`src/verilog/buffer_defines.svh`:
```
`default_nettype none

`ifndef BUFFER_DEFINES_SVH
`define BUFFER_DEFINES_SVH

// bits per sample word
`define BUF_DATA_WIDTH 16
// input channels, one memory bank per channel
`define BUF_CHANNELS 2
`define BUF_BANK_DEPTH 64
// registered stages between read request and read data
`define BUF_READ_LATENCY 2

`endif

`default_nettype wire

```
`src/verilog/buffer_cfg_pkg.sv`:
```
`default_nettype none

package buffer_cfg_pkg;

  // capture sequence, HOLD keeps the saved data until readout
  typedef enum logic [2:0] {
    IDLE,
    ARMED,
    SAVING,
    HOLD,
    READING
  } capture_state_t;

  // chained mode runs channel 0 through bank 0 and then bank 1
  typedef enum logic {
    SPLIT   = 1'b0,
    CHAINED = 1'b1
  } bank_mode_t;

  typedef logic [2:0] reg_addr_t;

  // command word: bit 2 arm, bit 1 start, bit 0 stop
  localparam reg_addr_t REG_CMD       = 3'd0;
  localparam reg_addr_t REG_MODE      = 3'd1;
  localparam reg_addr_t REG_CAP_RESET = 3'd2;
  localparam reg_addr_t REG_RD_RESET  = 3'd3;
  localparam reg_addr_t REG_RD_START  = 3'd4;
  localparam reg_addr_t REG_STATUS    = 3'd5;

endpackage

`default_nettype wire

```
`src/verilog/sample_pkg.sv`:
```
`include "buffer_defines.svh"
`default_nettype none

package sample_pkg;

  typedef logic [`BUF_DATA_WIDTH-1:0] sample_t;

  typedef logic [$clog2(`BUF_BANK_DEPTH)-1:0] bank_addr_t;

  // one extra bit so a full bank can be counted
  typedef logic [$clog2(`BUF_BANK_DEPTH):0] depth_t;

endpackage

`default_nettype wire

```
`src/verilog/bank_port_if.sv`:
```
`timescale 1ns/1ns
`include "buffer_defines.svh"
`default_nettype none

interface bank_port_if;

  // write side, one shared address for all banks
  logic [`BUF_CHANNELS-1:0]                  wr_en;
  sample_pkg::bank_addr_t                    wr_addr;
  sample_pkg::sample_t [`BUF_CHANNELS-1:0]   wr_data;

  // read side
  logic                                      rd_en;
  logic [$clog2(`BUF_CHANNELS)-1:0]          rd_bank;
  sample_pkg::bank_addr_t                    rd_addr;
  sample_pkg::sample_t                       rd_data;
  logic                                      rd_valid;

  modport writer (output wr_en, output wr_addr, output wr_data);

  modport reader (output rd_en, output rd_bank, output rd_addr,
                  input rd_data, input rd_valid);

  modport banks (input wr_en, input wr_addr, input wr_data,
                 input rd_en, input rd_bank, input rd_addr,
                 output rd_data, output rd_valid);

endinterface

`default_nettype wire

```
`src/verilog/capture_regs.sv`:
```
`timescale 1ns/1ns
`default_nettype none

module capture_regs (
  input  logic                           ps_clk,
  input  logic                           rst_n_i,
  input  logic                           cfg_wr_i,
  input  buffer_cfg_pkg::reg_addr_t      cfg_addr_i,
  input  logic [7:0]                     cfg_wdata_i,
  input  buffer_cfg_pkg::capture_state_t state_i,
  input  logic                           full_i,
  output logic [7:0]                     cfg_rdata_o,
  output buffer_cfg_pkg::bank_mode_t     bank_mode_o,
  output logic                           arm_o,
  output logic                           start_o,
  output logic                           stop_o,
  output logic                           cap_reset_o,
  output logic                           rd_reset_o,
  output logic                           rd_start_o
);

  logic cmd_wr;

  assign cmd_wr = cfg_wr_i && (cfg_addr_i == buffer_cfg_pkg::REG_CMD);

  always_ff @(posedge ps_clk) begin
    if (!rst_n_i) begin
      bank_mode_o <= buffer_cfg_pkg::SPLIT;
      arm_o       <= 1'b0;
      start_o     <= 1'b0;
      stop_o      <= 1'b0;
      cap_reset_o <= 1'b0;
      rd_reset_o  <= 1'b0;
      rd_start_o  <= 1'b0;
    end else begin
      // every command lasts exactly one cycle
      arm_o       <= cmd_wr && cfg_wdata_i[2];
      start_o     <= cmd_wr && cfg_wdata_i[1];
      stop_o      <= cmd_wr && cfg_wdata_i[0];
      cap_reset_o <= cfg_wr_i && (cfg_addr_i == buffer_cfg_pkg::REG_CAP_RESET);
      rd_reset_o  <= cfg_wr_i && (cfg_addr_i == buffer_cfg_pkg::REG_RD_RESET);
      rd_start_o  <= cfg_wr_i && (cfg_addr_i == buffer_cfg_pkg::REG_RD_START);
      // banking can only change between captures
      if (cfg_wr_i && (cfg_addr_i == buffer_cfg_pkg::REG_MODE) &&
          (state_i == buffer_cfg_pkg::IDLE)) begin
        bank_mode_o <= buffer_cfg_pkg::bank_mode_t'(cfg_wdata_i[0]);
      end
    end
  end

  always_comb begin
    case (cfg_addr_i)
      buffer_cfg_pkg::REG_MODE:   cfg_rdata_o = {7'd0, bank_mode_o};
      buffer_cfg_pkg::REG_STATUS: cfg_rdata_o = {4'd0, full_i, state_i};
      default:                    cfg_rdata_o = 8'd0;
    endcase
  end

endmodule

`default_nettype wire

```
`src/verilog/sample_capture.sv`:
```
`timescale 1ns/1ns
`include "buffer_defines.svh"
`default_nettype none

module sample_capture (
  input  logic                                    ps_clk,
  input  logic                                    rst_n_i,
  input  buffer_cfg_pkg::bank_mode_t              bank_mode_i,
  input  logic                                    arm_i,
  input  logic                                    start_i,
  input  logic                                    stop_i,
  input  logic                                    cap_reset_i,
  input  logic                                    rd_start_i,
  input  logic                                    rd_reset_i,
  input  logic                                    rd_done_i,
  input  logic                                    hw_start_i,
  input  logic                                    hw_stop_i,
  input  logic                                    sample_valid_i,
  input  sample_pkg::sample_t [`BUF_CHANNELS-1:0] sample_data_i,
  bank_port_if.writer                             wp,
  output buffer_cfg_pkg::capture_state_t          state_o,
  output logic                                    full_o,
  output logic                                    depth_valid_o,
  output sample_pkg::depth_t [`BUF_CHANNELS-1:0]  depth_o,
  output logic                                    reading_o
);

  localparam sample_pkg::bank_addr_t LAST_ADDR =
    sample_pkg::bank_addr_t'(`BUF_BANK_DEPTH - 1);

  buffer_cfg_pkg::capture_state_t         state_q;
  buffer_cfg_pkg::capture_state_t         state_d;
  sample_pkg::bank_addr_t                 wr_addr_q;
  sample_pkg::depth_t [`BUF_CHANNELS-1:0] cnt_q;
  logic [`BUF_CHANNELS-1:0]               wr_en;
  logic                                   bank_sel_q;
  logic                                   full_q;
  logic                                   write_now;
  logic                                   full_hit;

  assign write_now = (state_q == buffer_cfg_pkg::SAVING) && sample_valid_i && !cap_reset_i;
  // last free word: end of bank 0 in split mode, end of bank 1 when chained
  assign full_hit  = write_now && (wr_addr_q == LAST_ADDR) &&
                     ((bank_mode_i == buffer_cfg_pkg::SPLIT) || bank_sel_q);

  always_comb begin
    state_d = state_q;
    case (state_q)
      buffer_cfg_pkg::IDLE: begin
        if (start_i) state_d = buffer_cfg_pkg::SAVING;
        else if (arm_i) state_d = buffer_cfg_pkg::ARMED;
      end
      buffer_cfg_pkg::ARMED: begin
        if (start_i || hw_start_i) state_d = buffer_cfg_pkg::SAVING;
      end
      buffer_cfg_pkg::SAVING: begin
        if (full_hit || stop_i || hw_stop_i) state_d = buffer_cfg_pkg::HOLD;
      end
      buffer_cfg_pkg::HOLD: begin
        if (rd_start_i && (|cnt_q)) state_d = buffer_cfg_pkg::READING;
      end
      buffer_cfg_pkg::READING: begin
        if (rd_reset_i) state_d = buffer_cfg_pkg::HOLD;
        else if (rd_done_i) state_d = buffer_cfg_pkg::IDLE;
      end
      default: state_d = buffer_cfg_pkg::IDLE;
    endcase
    if (cap_reset_i) state_d = buffer_cfg_pkg::IDLE;
  end

  // chained mode copies channel 0 to both banks and enables only one
  always_comb begin
    wr_en = '0;
    if (write_now) begin
      if (bank_mode_i == buffer_cfg_pkg::SPLIT) wr_en = '1;
      else wr_en[bank_sel_q] = 1'b1;
    end
    for (int b = 0; b < `BUF_CHANNELS; b++) begin
      wp.wr_data[b] = (bank_mode_i == buffer_cfg_pkg::SPLIT) ? sample_data_i[b]
                                                            : sample_data_i[0];
    end
  end

  assign wp.wr_en   = wr_en;
  assign wp.wr_addr = wr_addr_q;

  always_ff @(posedge ps_clk) begin
    if (!rst_n_i) begin
      state_q       <= buffer_cfg_pkg::IDLE;
      wr_addr_q     <= '0;
      bank_sel_q    <= 1'b0;
      cnt_q         <= '0;
      full_q        <= 1'b0;
      depth_valid_o <= 1'b0;
    end else begin
      state_q       <= state_d;
      // report only on the way out of SAVING, never after a readout reset
      depth_valid_o <= (state_q == buffer_cfg_pkg::SAVING) &&
                       (state_d == buffer_cfg_pkg::HOLD);
      if (cap_reset_i || ((state_q != buffer_cfg_pkg::SAVING) &&
                          (state_d == buffer_cfg_pkg::SAVING))) begin
        wr_addr_q  <= '0;
        bank_sel_q <= 1'b0;
        cnt_q      <= '0;
      end else if (write_now) begin
        for (int b = 0; b < `BUF_CHANNELS; b++) begin
          if (wr_en[b]) cnt_q[b] <= cnt_q[b] + 1'b1;
        end
        wr_addr_q <= wr_addr_q + 1'b1;
        if (wr_addr_q == LAST_ADDR) bank_sel_q <= 1'b1;
      end
      if (full_hit) begin
        full_q <= 1'b1;
      end else if ((state_q == buffer_cfg_pkg::HOLD) && (state_d != buffer_cfg_pkg::HOLD)) begin
        full_q <= 1'b0;
      end
      if (cap_reset_i) full_q <= 1'b0;
    end
  end

  assign state_o   = state_q;
  assign full_o    = full_q;
  assign depth_o   = cnt_q;
  assign reading_o = (state_q == buffer_cfg_pkg::READING);

endmodule

`default_nettype wire

```
`src/verilog/sample_banks.sv`:
```
`timescale 1ns/1ns
`include "buffer_defines.svh"
`default_nettype none

module sample_banks (
  input logic       ps_clk,
  input logic       rst_n_i,
  bank_port_if.banks bp
);

  localparam int LAT = `BUF_READ_LATENCY;

  sample_pkg::sample_t mem [`BUF_CHANNELS][`BUF_BANK_DEPTH];
  sample_pkg::sample_t data_pipe [LAT];
  logic [LAT-1:0]      valid_pipe;

  always_ff @(posedge ps_clk) begin
    for (int b = 0; b < `BUF_CHANNELS; b++) begin
      if (bp.wr_en[b]) begin
        mem[b][bp.wr_addr] <= bp.wr_data[b];
      end
    end
  end

  // stage 0 is the array read, later stages only delay it
  always_ff @(posedge ps_clk) begin
    if (bp.rd_en) begin
      data_pipe[0] <= mem[bp.rd_bank][bp.rd_addr];
    end
    for (int s = 1; s < LAT; s++) begin
      data_pipe[s] <= data_pipe[s-1];
    end
  end

  // one valid bit per stage, so back-to-back reads overlap
  always_ff @(posedge ps_clk) begin
    if (!rst_n_i) begin
      valid_pipe <= '0;
    end else begin
      valid_pipe[0] <= bp.rd_en;
      for (int s = 1; s < LAT; s++) begin
        valid_pipe[s] <= valid_pipe[s-1];
      end
    end
  end

  assign bp.rd_data  = data_pipe[LAT-1];
  assign bp.rd_valid = valid_pipe[LAT-1];

endmodule

`default_nettype wire

```
`src/verilog/buffer_readout.sv`:
```
`timescale 1ns/1ns
`include "buffer_defines.svh"
`default_nettype none

module buffer_readout (
  input  logic                                   ps_clk,
  input  logic                                   rst_n_i,
  input  logic                                   reading_i,
  input  logic                                   rd_reset_i,
  input  sample_pkg::depth_t [`BUF_CHANNELS-1:0] depth_i,
  input  logic                                   out_ready_i,
  bank_port_if.reader                            rp,
  output logic                                   rd_done_o,
  output logic                                   out_valid_o,
  output sample_pkg::sample_t                    out_data_o,
  output logic                                   out_last_o
);

  localparam int QSIZE = `BUF_READ_LATENCY + 2;
  localparam int PW    = $clog2(QSIZE);
  localparam int CW    = $clog2(QSIZE + 1);

  sample_pkg::sample_t                   q_mem [QSIZE];
  logic [PW-1:0]                         wr_ptr_q;
  logic [PW-1:0]                         rd_ptr_q;
  logic [CW-1:0]                         q_cnt_q;
  logic [CW-1:0]                         inflight_q;
  // returns still owed from reads issued before a readout reset
  logic [CW-1:0]                         drop_q;
  logic [$bits(sample_pkg::depth_t):0]   left_q;
  sample_pkg::bank_addr_t                rd_addr_q;
  logic                                  rd_bank_q;
  logic                                  reading_d_q;
  logic                                  run_q;
  logic                                  issued_all_q;
  logic                                  bank_end;
  logic                                  final_issue;
  logic                                  issue;
  logic                                  push;
  logic                                  pop;

  assign bank_end    = ({1'b0, rd_addr_q} == depth_i[rd_bank_q] - 1'b1);
  assign final_issue = bank_end && (rd_bank_q || (depth_i[1] == '0));
  // reserve a queue slot for every read still in the memory pipeline
  assign issue = run_q && !rd_reset_i && !issued_all_q && ((inflight_q + q_cnt_q) < QSIZE);
  assign push  = rp.rd_valid && (drop_q == '0) && run_q && !rd_reset_i;
  assign pop   = out_valid_o && out_ready_i;

  assign rp.rd_en   = issue;
  assign rp.rd_bank = rd_bank_q;
  assign rp.rd_addr = rd_addr_q;

  assign out_valid_o = (q_cnt_q != '0);
  assign out_data_o  = q_mem[rd_ptr_q];
  assign out_last_o  = out_valid_o && (left_q == 1);

  always_ff @(posedge ps_clk) begin
    if (push) q_mem[wr_ptr_q] <= rp.rd_data;
  end

  always_ff @(posedge ps_clk) begin
    if (!rst_n_i) begin
      reading_d_q  <= 1'b0;
      run_q        <= 1'b0;
      issued_all_q <= 1'b0;
      rd_bank_q    <= 1'b0;
      rd_addr_q    <= '0;
      wr_ptr_q     <= '0;
      rd_ptr_q     <= '0;
      q_cnt_q      <= '0;
      inflight_q   <= '0;
      drop_q       <= '0;
      left_q       <= '0;
      rd_done_o    <= 1'b0;
    end else begin
      reading_d_q <= reading_i;
      rd_done_o   <= 1'b0;
      inflight_q  <= inflight_q + CW'(issue) - CW'(rp.rd_valid);
      if (rd_reset_i) begin
        run_q    <= 1'b0;
        wr_ptr_q <= '0;
        rd_ptr_q <= '0;
        q_cnt_q  <= '0;
        drop_q   <= inflight_q - CW'(rp.rd_valid);
      end else begin
        if (reading_i && !reading_d_q) begin
          run_q        <= 1'b1;
          issued_all_q <= 1'b0;
          rd_bank_q    <= 1'b0;
          rd_addr_q    <= '0;
          left_q       <= {1'b0, depth_i[0]} + {1'b0, depth_i[1]};
        end
        if (rp.rd_valid && (drop_q != '0)) drop_q <= drop_q - 1'b1;
        // walk bank 0 to its depth, then bank 1
        if (issue) begin
          if (final_issue) begin
            issued_all_q <= 1'b1;
          end else if (bank_end) begin
            rd_bank_q <= 1'b1;
            rd_addr_q <= '0;
          end else begin
            rd_addr_q <= rd_addr_q + 1'b1;
          end
        end
        if (push) wr_ptr_q <= (wr_ptr_q == PW'(QSIZE - 1)) ? '0 : wr_ptr_q + 1'b1;
        if (pop) begin
          rd_ptr_q <= (rd_ptr_q == PW'(QSIZE - 1)) ? '0 : rd_ptr_q + 1'b1;
          left_q   <= left_q - 1'b1;
          if (left_q == 1) begin
            rd_done_o <= 1'b1;
            run_q     <= 1'b0;
          end
        end
        q_cnt_q <= q_cnt_q + CW'(push) - CW'(pop);
      end
    end
  end

endmodule

`default_nettype wire

```
`src/verilog/sample_buffer_top.sv`:
```
`timescale 1ns/1ns
`include "buffer_defines.svh"
`default_nettype none

module sample_buffer_top (
  input  logic                                         ps_clk,
  input  logic                                         rst_n_i,
  input  logic                                         cfg_wr_i,
  input  logic [2:0]                                   cfg_addr_i,
  input  logic [7:0]                                   cfg_wdata_i,
  output logic [7:0]                                   cfg_rdata_o,
  input  logic                                         sample_valid_i,
  input  logic [`BUF_CHANNELS*`BUF_DATA_WIDTH-1:0]     sample_data_i,
  input  logic                                         hw_start_i,
  input  logic                                         hw_stop_i,
  output logic                                         capture_full_o,
  output logic                                         depth_valid_o,
  output logic [`BUF_CHANNELS*($clog2(`BUF_BANK_DEPTH)+1)-1:0] depth_o,
  output logic                                         out_valid_o,
  input  logic                                         out_ready_i,
  output logic [`BUF_DATA_WIDTH-1:0]                   out_data_o,
  output logic                                         out_last_o
);

  buffer_cfg_pkg::capture_state_t         state;
  buffer_cfg_pkg::bank_mode_t             bank_mode;
  sample_pkg::depth_t [`BUF_CHANNELS-1:0] depth;
  logic                                   arm;
  logic                                   start;
  logic                                   stop;
  logic                                   cap_reset;
  logic                                   rd_reset;
  logic                                   rd_start;
  logic                                   rd_done;
  logic                                   reading;

  bank_port_if bank_port ();

  capture_regs regs_i (
    .ps_clk      (ps_clk),
    .rst_n_i     (rst_n_i),
    .cfg_wr_i    (cfg_wr_i),
    .cfg_addr_i  (cfg_addr_i),
    .cfg_wdata_i (cfg_wdata_i),
    .state_i     (state),
    .full_i      (capture_full_o),
    .cfg_rdata_o (cfg_rdata_o),
    .bank_mode_o (bank_mode),
    .arm_o       (arm),
    .start_o     (start),
    .stop_o      (stop),
    .cap_reset_o (cap_reset),
    .rd_reset_o  (rd_reset),
    .rd_start_o  (rd_start)
  );

  sample_capture capture_i (
    .ps_clk         (ps_clk),
    .rst_n_i        (rst_n_i),
    .bank_mode_i    (bank_mode),
    .arm_i          (arm),
    .start_i        (start),
    .stop_i         (stop),
    .cap_reset_i    (cap_reset),
    .rd_start_i     (rd_start),
    .rd_reset_i     (rd_reset),
    .rd_done_i      (rd_done),
    .hw_start_i     (hw_start_i),
    .hw_stop_i      (hw_stop_i),
    .sample_valid_i (sample_valid_i),
    .sample_data_i  (sample_data_i),
    .wp             (bank_port.writer),
    .state_o        (state),
    .full_o         (capture_full_o),
    .depth_valid_o  (depth_valid_o),
    .depth_o        (depth),
    .reading_o      (reading)
  );

  sample_banks banks_i (
    .ps_clk  (ps_clk),
    .rst_n_i (rst_n_i),
    .bp      (bank_port.banks)
  );

  buffer_readout readout_i (
    .ps_clk      (ps_clk),
    .rst_n_i     (rst_n_i),
    .reading_i   (reading),
    .rd_reset_i  (rd_reset),
    .depth_i     (depth),
    .out_ready_i (out_ready_i),
    .rp          (bank_port.reader),
    .rd_done_o   (rd_done),
    .out_valid_o (out_valid_o),
    .out_data_o  (out_data_o),
    .out_last_o  (out_last_o)
  );

  // bank 0 count in the low bits
  assign depth_o = depth;

endmodule

`default_nettype wire

```
`config.mk`:
```
export PLATFORM = sky130hd
export DESIGN_NAME = sample_buffer_top
export DESIGN_NICKNAME = d
export VERILOG_FILES = /design/src/verilog/buffer_cfg_pkg.sv /design/src/verilog/sample_pkg.sv /design/src/verilog/bank_port_if.sv /design/src/verilog/capture_regs.sv /design/src/verilog/sample_capture.sv /design/src/verilog/sample_banks.sv /design/src/verilog/buffer_readout.sv /design/src/verilog/sample_buffer_top.sv
export VERILOG_INCLUDE_DIRS = /design/src /design/src/verilog
export SDC_FILE = /design/constraint.sdc
export NUM_CORES = 2
export LEC_CHECK = 0
export BUFFER_PORTS_ARGS = -buffer_cell sky130_fd_sc_hd__buf_2
export CAP_MARGIN = 15
export CORE_MARGIN = 1
export CORE_UTILIZATION = 41
export CTS_CLUSTER_DIAMETER = 120
export DETAILED_ROUTE_END_ITERATION = 10
export MAX_ROUTING_LAYER = met4
export PLACE_DENSITY = 0.58
export SKIP_CTS_REPAIR_TIMING = 1
export SLEW_MARGIN = 10
export SYNTH_ARGS = -nofsm -noshare
export SYNTH_HDL_FRONTEND = slang
export SYNTH_SLANG_ARGS = --single-unit
```
`constraint.sdc`:
```
create_clock -name ps_clk -period 3.2 [get_ports ps_clk]
set_input_delay 0 -clock ps_clk [delete_from_list [all_inputs] [get_ports ps_clk]]
set_output_delay 0 -clock ps_clk [all_outputs]
set_load 0.005 [all_outputs]
```
=== Word-level counts from Yosys, hierarchy flattened ===
Memories as Yosys holds them, arrays and structs flattened. A register that Yosys moved wholly into a read port is not among the register bits.
Cells that the tools add are included.

* Add/subtract/negate cells: 16
* $mul: 0
* Div/mod/pow operators: 0
* $lt $le $gt $ge: 7
* Equal/unequal tests: 18
* Shift-type cells: 0
* Muxes and demuxes: 57
* Bitwise logic cells: 6
* Reduce and logical (&&, ||, !) cells: 58

{| class="wikitable"
|+ Operators by type and width
! operator !! count
|-
| $mux 1024 || 2
|-
| $bmux 16 s6 || 1
|-
| $demux 16 s6 || 1
|-
| $mux 16 || 4
|-
| $lt 32x3->1 const B || 1
|-
| $logic_and 1x1->1 || 30
|-
| $mux 3 || 10
|-
| $mux 6 || 4
|-
| $mux 1 || 22
|-
| $eq 3x2->1 const B || 6
|-
| $mux 8 || 2
|-
| $pmux 3 s5 || 1
|-
| $add 7x1->7 const B || 2
|-
| $ge 7x7->1 const B || 2
|-
| $mux 7 || 2
|-
| $not 6->7 || 2
|-
| $reduce_or 14->1 || 1
|-
| $add 6x1->6 const B || 2
|-
| $mux 2 || 6
|-
| $eq 3x3->1 const B || 3
|-
| $logic_not 3->1 || 3
|-
| $sub 3x1->3 || 3
|-
| $add 7x7->8 || 1
|-
| $eq 8x1->1 const B || 1
|-
| other kinds (25) || 50
|}

* Register bits: 67
* Latch bits: 0
* Bits in writable memories: 2144
* ROM bits: 0
* Input bits: 50
* Output and inout port bits: 42
* Logic and storage cells: 192
* Memories: 3

{| class="wikitable"
|+ Memories
! name !! words !! width !! rd ports !! clocked after memory_dff !! wr ports !! line !! source
|-
| banks_i.mem || 2 || 1024 || 1 || 1 || 2 || sample_banks.sv:13 || <nowiki>sample_pkg::sample_t mem [`BUF_CHANNELS][`BUF_BANK_DEPTH];</nowiki>
|-
| readout_i.q_mem || 4 || 16 || 1 || 1 || 1 || buffer_readout.sv:23 || <nowiki>sample_pkg::sample_t q_mem [QSIZE];</nowiki>
|-
| banks_i.data_pipe || 2 || 16 || 2 || 0 || 2 || sample_banks.sv:14 || <nowiki>sample_pkg::sample_t data_pipe [LAT];</nowiki>
|}

=== Longest topological paths before layout ===
* Depth in word-level cells: 14
* Gate-level depth with buffers: 12
* Gate-level depth less buffers: 11

=== Cells and area by module ===
Synthesis repeated with hierarchy kept, for this count alone.

* Cell total of the unflattened synthesis: 3713
* Area total of the unflattened synthesis: 85883.6 um^2

{| class="wikitable"
|+ Modules (own cells, without submodules)
! module !! times used !! cells an instance !! area each (um^2) !! seq. area each (um^2)
|-
| sample_banks || 1 || 3112 || 79134.6 || 62339.8
|-
| buffer_readout || 1 || 382 || 4774.6 || 2602.5
|-
| sample_capture || 1 || 187 || 1651.6 || 520.5
|-
| capture_regs || 1 || 32 || 322.8 || 140.1
|}

=== Worst setup path before layout ===
No wires, ideal clock.

* Kind: register to register
* Start: register readout_i.inflight_q[2]
* End: register readout_i.inflight_q[2]
* Library setup time: 0.115 ns
* Arrival: 3.049 ns
* Required time: 3.085 ns
* Slack: 0.036 ns
* Stages on the path, launching flop included: 11
* Buffers on the path: 0
* Clock period less this slack: 3.164 ns
* Path through: dfxtp_1 > ha_1 > nor4_1 > nand2_1 > a31oi_1 > ha_1 > inv_1 > fa_1 > xnor2_1 > xnor2_1 > and2_1

* Longest elaborated chain between the ends: 5

{| class="wikitable"
|+ RTL lines
! item !! line !! source
|-
| from (decl) || buffer_readout.sv:27 || <nowiki>logic [CW-1:0] inflight_q;</nowiki>
|-
| from (signal assigned) || buffer_readout.sv:78 || <nowiki>inflight_q <= inflight_q + CW'(issue) - CW'(rp.rd_valid);</nowiki>
|-
| $add 3x3->4 || buffer_readout.sv:45 || <nowiki>assign issue = run_q && !rd_reset_i && !issued_all_q && ((inflight_q + q_cnt_q) < QSIZE);</nowiki>
|-
| $lt 32x3->1 || buffer_readout.sv:45 ||
|-
| $logic_and 1x1->1 || buffer_readout.sv:45 ||
|-
| net bank_port.rd_en || bank_port_if.sv:13 || <nowiki>logic rd_en;</nowiki>
|-
| $add 3x1->3 || buffer_readout.sv:78 ||
|-
| $sub 3x1->3 || buffer_readout.sv:78 ||
|}

The timed path passes the listed nets, and every way through them passes these cells.
A chain may end at the register's enable or synchronous reset.

==> flow_metrics.tcl <==
set metrics [dict create \
    max_cap_violations 0 \
    dp_worst_setup_slack_ns -0.301 \
    clockBufferDepth 3 \
    ys_types 61 \
    ys.warnings.count 0 \
    die_y_um 459 \
    syn2layout_area_growth_pct 16.3 \
    netlist_area_um2 85600 \
    drive_gt1_share_pct 30.9 \
    antenna_found_initial 20 \
    slew_headroom_pct 23.5 \
    cp-start-kind "flip-flop" \
    worstMarginPinSlew_ns 1.15 \
    grt_pass1_wl_um 330000 \
    drt_first_pass_iters 5 \
    cp_max_fo 30 \
    top_layer "met4" \
    end_kind "flip-flop" \
    grt.total_usage_pct 23.1 \
    wl_met3_um 18500 \
    dp.cells 6885 \
    grt_pass1_vias 42700 \
    min_path_type "input port to flip-flop" \
    slew_violations 0 \
    cts_sinks 2214 \
    h-tree-depth 4 \
    grt_max_degree 74 \
    wl_met2_um 113000 \
    p_per_area_nw_per_um2 582 \
    vias 42400 \
    rsz0062_at_grt "false" \
    avgViaCountPerCell 5.76 \
    clk_latency_ns 0.86 \
    final_nets 4442 \
    drcViolationCount 0 \
    synthCells 3880 \
    setup_viol 0 \
    place_congestion 0.856 \
    io_buffer_count 82 \
    yosys_most_used_dff "edfxtp_1" \
    clk_pin_slew_ns 0.06 \
    drt-met1-wl_um 97600 \
    p_leak_nw 30.3 \
    worstSetupPathType "flip-flop to flip-flop" \
    skew_ns 0.0518 \
    required_ns 3.75 \
    grt-ovfl-total 0 \
    post-route-period-util_pct 96.8 \
    finalWorstSetupSlack_ns 0.102 \
    hpwlAfterDp_um 138000 \
    cts_buffers 215 \
    drtIter0Drc 4829 \
    root_buffer "clkbuf_16" \
    hold_violations 0 \
    finalWirelength_um 235000 \
    rows 167 \
    utilization_pct 48.0 \
    ios 92 \
    synth_edf_count 2128 \
    async_flop_share_pct 0 \
    clock.fmax_ghz 0.323 \
    r2r_setup_slack_ns 0.10 \
    cts_tree "yes" \
    period_needed_ns 3.10 \
    initial_core_util_pct 41.3 \
    status "finished, final reports clean" \
    vdd_ir_drop_max_uv 595 \
    core_area_um2 207000 \
    synth_seq_cells 2214 \
    ant_nets 0 \
    die_area_um2 211000 \
    die_w_um 459 \
    arrival_ns 3.65 \
    instances_no_fill 7354 \
    routedWlPerCell_um 32.0 \
    syn_avg_cell_area_um2 22.1 \
    seq_area_frac_synth_pct 76.7 \
    p_total_mw 57.9 \
]
-- where the power goes --
| group | switching [mW] | leakage (nW) | internal, mW |
|---|---|---|---|
| combinational | 1.18 | 7.19 | 0.467 |
| clock | 10.8 | 3.25 | 13.5 |
| sequential | 0.0771 | 19.8 | 31.8 |
-- cell usage after synthesis, drive strengths merged, types with 4 or more instances --
library cell / instances / area share, %
a21boi: 4 / 0.035
a21o: 4 / 0.035
a21oi: 23 / 0.14
a22oi: 18 / 0.16
and2: 16 / 0.12
and3: 8 / 0.058
buf: 100 / 0.57
clkbuf: 118 / 0.52
dfxtp: 86 / 2.0
edfxtp: 2128 / 75
ha: 31 / 0.45
inv: 27 / 0.12
mux2: 16 / 0.21
mux2i: 192 / 2.2
mux4: 576 / 15
nand2: 42 / 0.19
nand2b: 4 / 0.029
nand3: 28 / 0.16
nand3b: 5 / 0.044
nand4: 14 / 0.10
nor2: 177 / 0.78
nor2b: 18 / 0.13
nor3: 14 / 0.082
nor3b: 4 / 0.041
nor4: 21 / 0.15
nor4b: 6 / 0.061
o211ai: 34 / 0.30
o21ai: 19 / 0.11
o22ai: 65 / 0.48
or3: 9 / 0.066
xnor2: 16 / 0.16
xor2: 19 / 0.19
-- kinds of logic after synthesis --
logic type	Yosys count	share of synthesized area, %
DFF	2214	76.7
adders and majority gates	34	0.523
AOI/OAI and AO/OA	192	1.51
xor gates and xnor gates	35	0.358
muxes	784	17.6
buffers and inverters	245	1.21
other	1	0.00438
and+or+nand+nor	375	2.10
-- placed cells by master, fill, tap and decap left out, drive strengths merged, types with 17 or more instances in the layout --
master,count
nor2b,18
clkinv,98
dlygate4sd3,44
mux4,576
nor4,21
nand3,28
nand2,42
buf,432
ha,31
edfxtp,2128
xor2,19
o211ai,34
o22ai,65
diode,17
dfxtp,86
a22oi,18
mux2i,192
a21oi,23
clkbuf,284
o21ai,19
inv,37
nor2,177
-- registers in the layout (all words and copies together) (netlist names), 2 cells and up, named ones only --
register	count
capture_i.wp.wr_addr	6
readout_i.inflight_q	3
capture_i.depth_o	14
readout_i.left_q	8
readout_i.drop_q	3
readout_i.rp.rd_addr	6
banks_i.valid_pipe	2
banks_i.data_pipe	32
readout_i.wr_ptr_q	2
banks_i.mem	2048
capture_i.state_o	3
readout_i.q_mem	64
readout_i.q_cnt_q	3
readout_i.rd_ptr_q	2
-- layer usage --
| metal | track usage, % | vias to the layer above |
|---|---|---|
| li1 | - | 17300 |
| met1 | 31.6 | 23000 |
| met2 | 35.8 | 1735 |
| met3 | 4.18 | 317 |
| met4 | 6.05 | 0 |
| met5 | - | - |
-- final timing paths --
check / startpoint / depth (start not counted) / to
worst max-delay path: flip-flop / 7 / banks_i.data_pipe[0][14]
worst min-delay path: sample_data_i[21] / 2 / banks_i.mem[1][821]
worst min register to register: banks_i.data_pipe[0][14] / 0 / banks_i.data_pipe[0][30]
worst max register to register: flip-flop / 7 / banks_i.data_pipe[0][14]
-- worst max-delay path, cell delays in order (launching register included) --
cell	delay, ns
dfxtp_4	0.41
buf_12	0.20
buf_16	0.26
buf_12	0.26
mux4_2	0.54
mux4_2	0.47
o211ai_1	0.34
o211ai_1	0.26
-- cell type report --
class	instances	area [um2]
clock buffers	284	5690
well taps	2788	3490
repair buffers	476	4280
flip-flops and latches	2214	65600
clock inverters	124	987
multi-input cells	1424	19300
inverters	27	101
diodes	17	42.5
fillers	16900	108000
-- per-stage QoR --
step	hold slack, ns	setup TNS [ns]	cell area, um2
after detailed placement	0.212	-0.800	92300
after CTS	-0.706	-0.900	98900
final	0.0752	0	99500
after floorplan	0.0767	0	85600
after global placement	0.207	-0.785	92300
after global routing	0.0633	0	99500
Power figures use the tool's default switching activity.
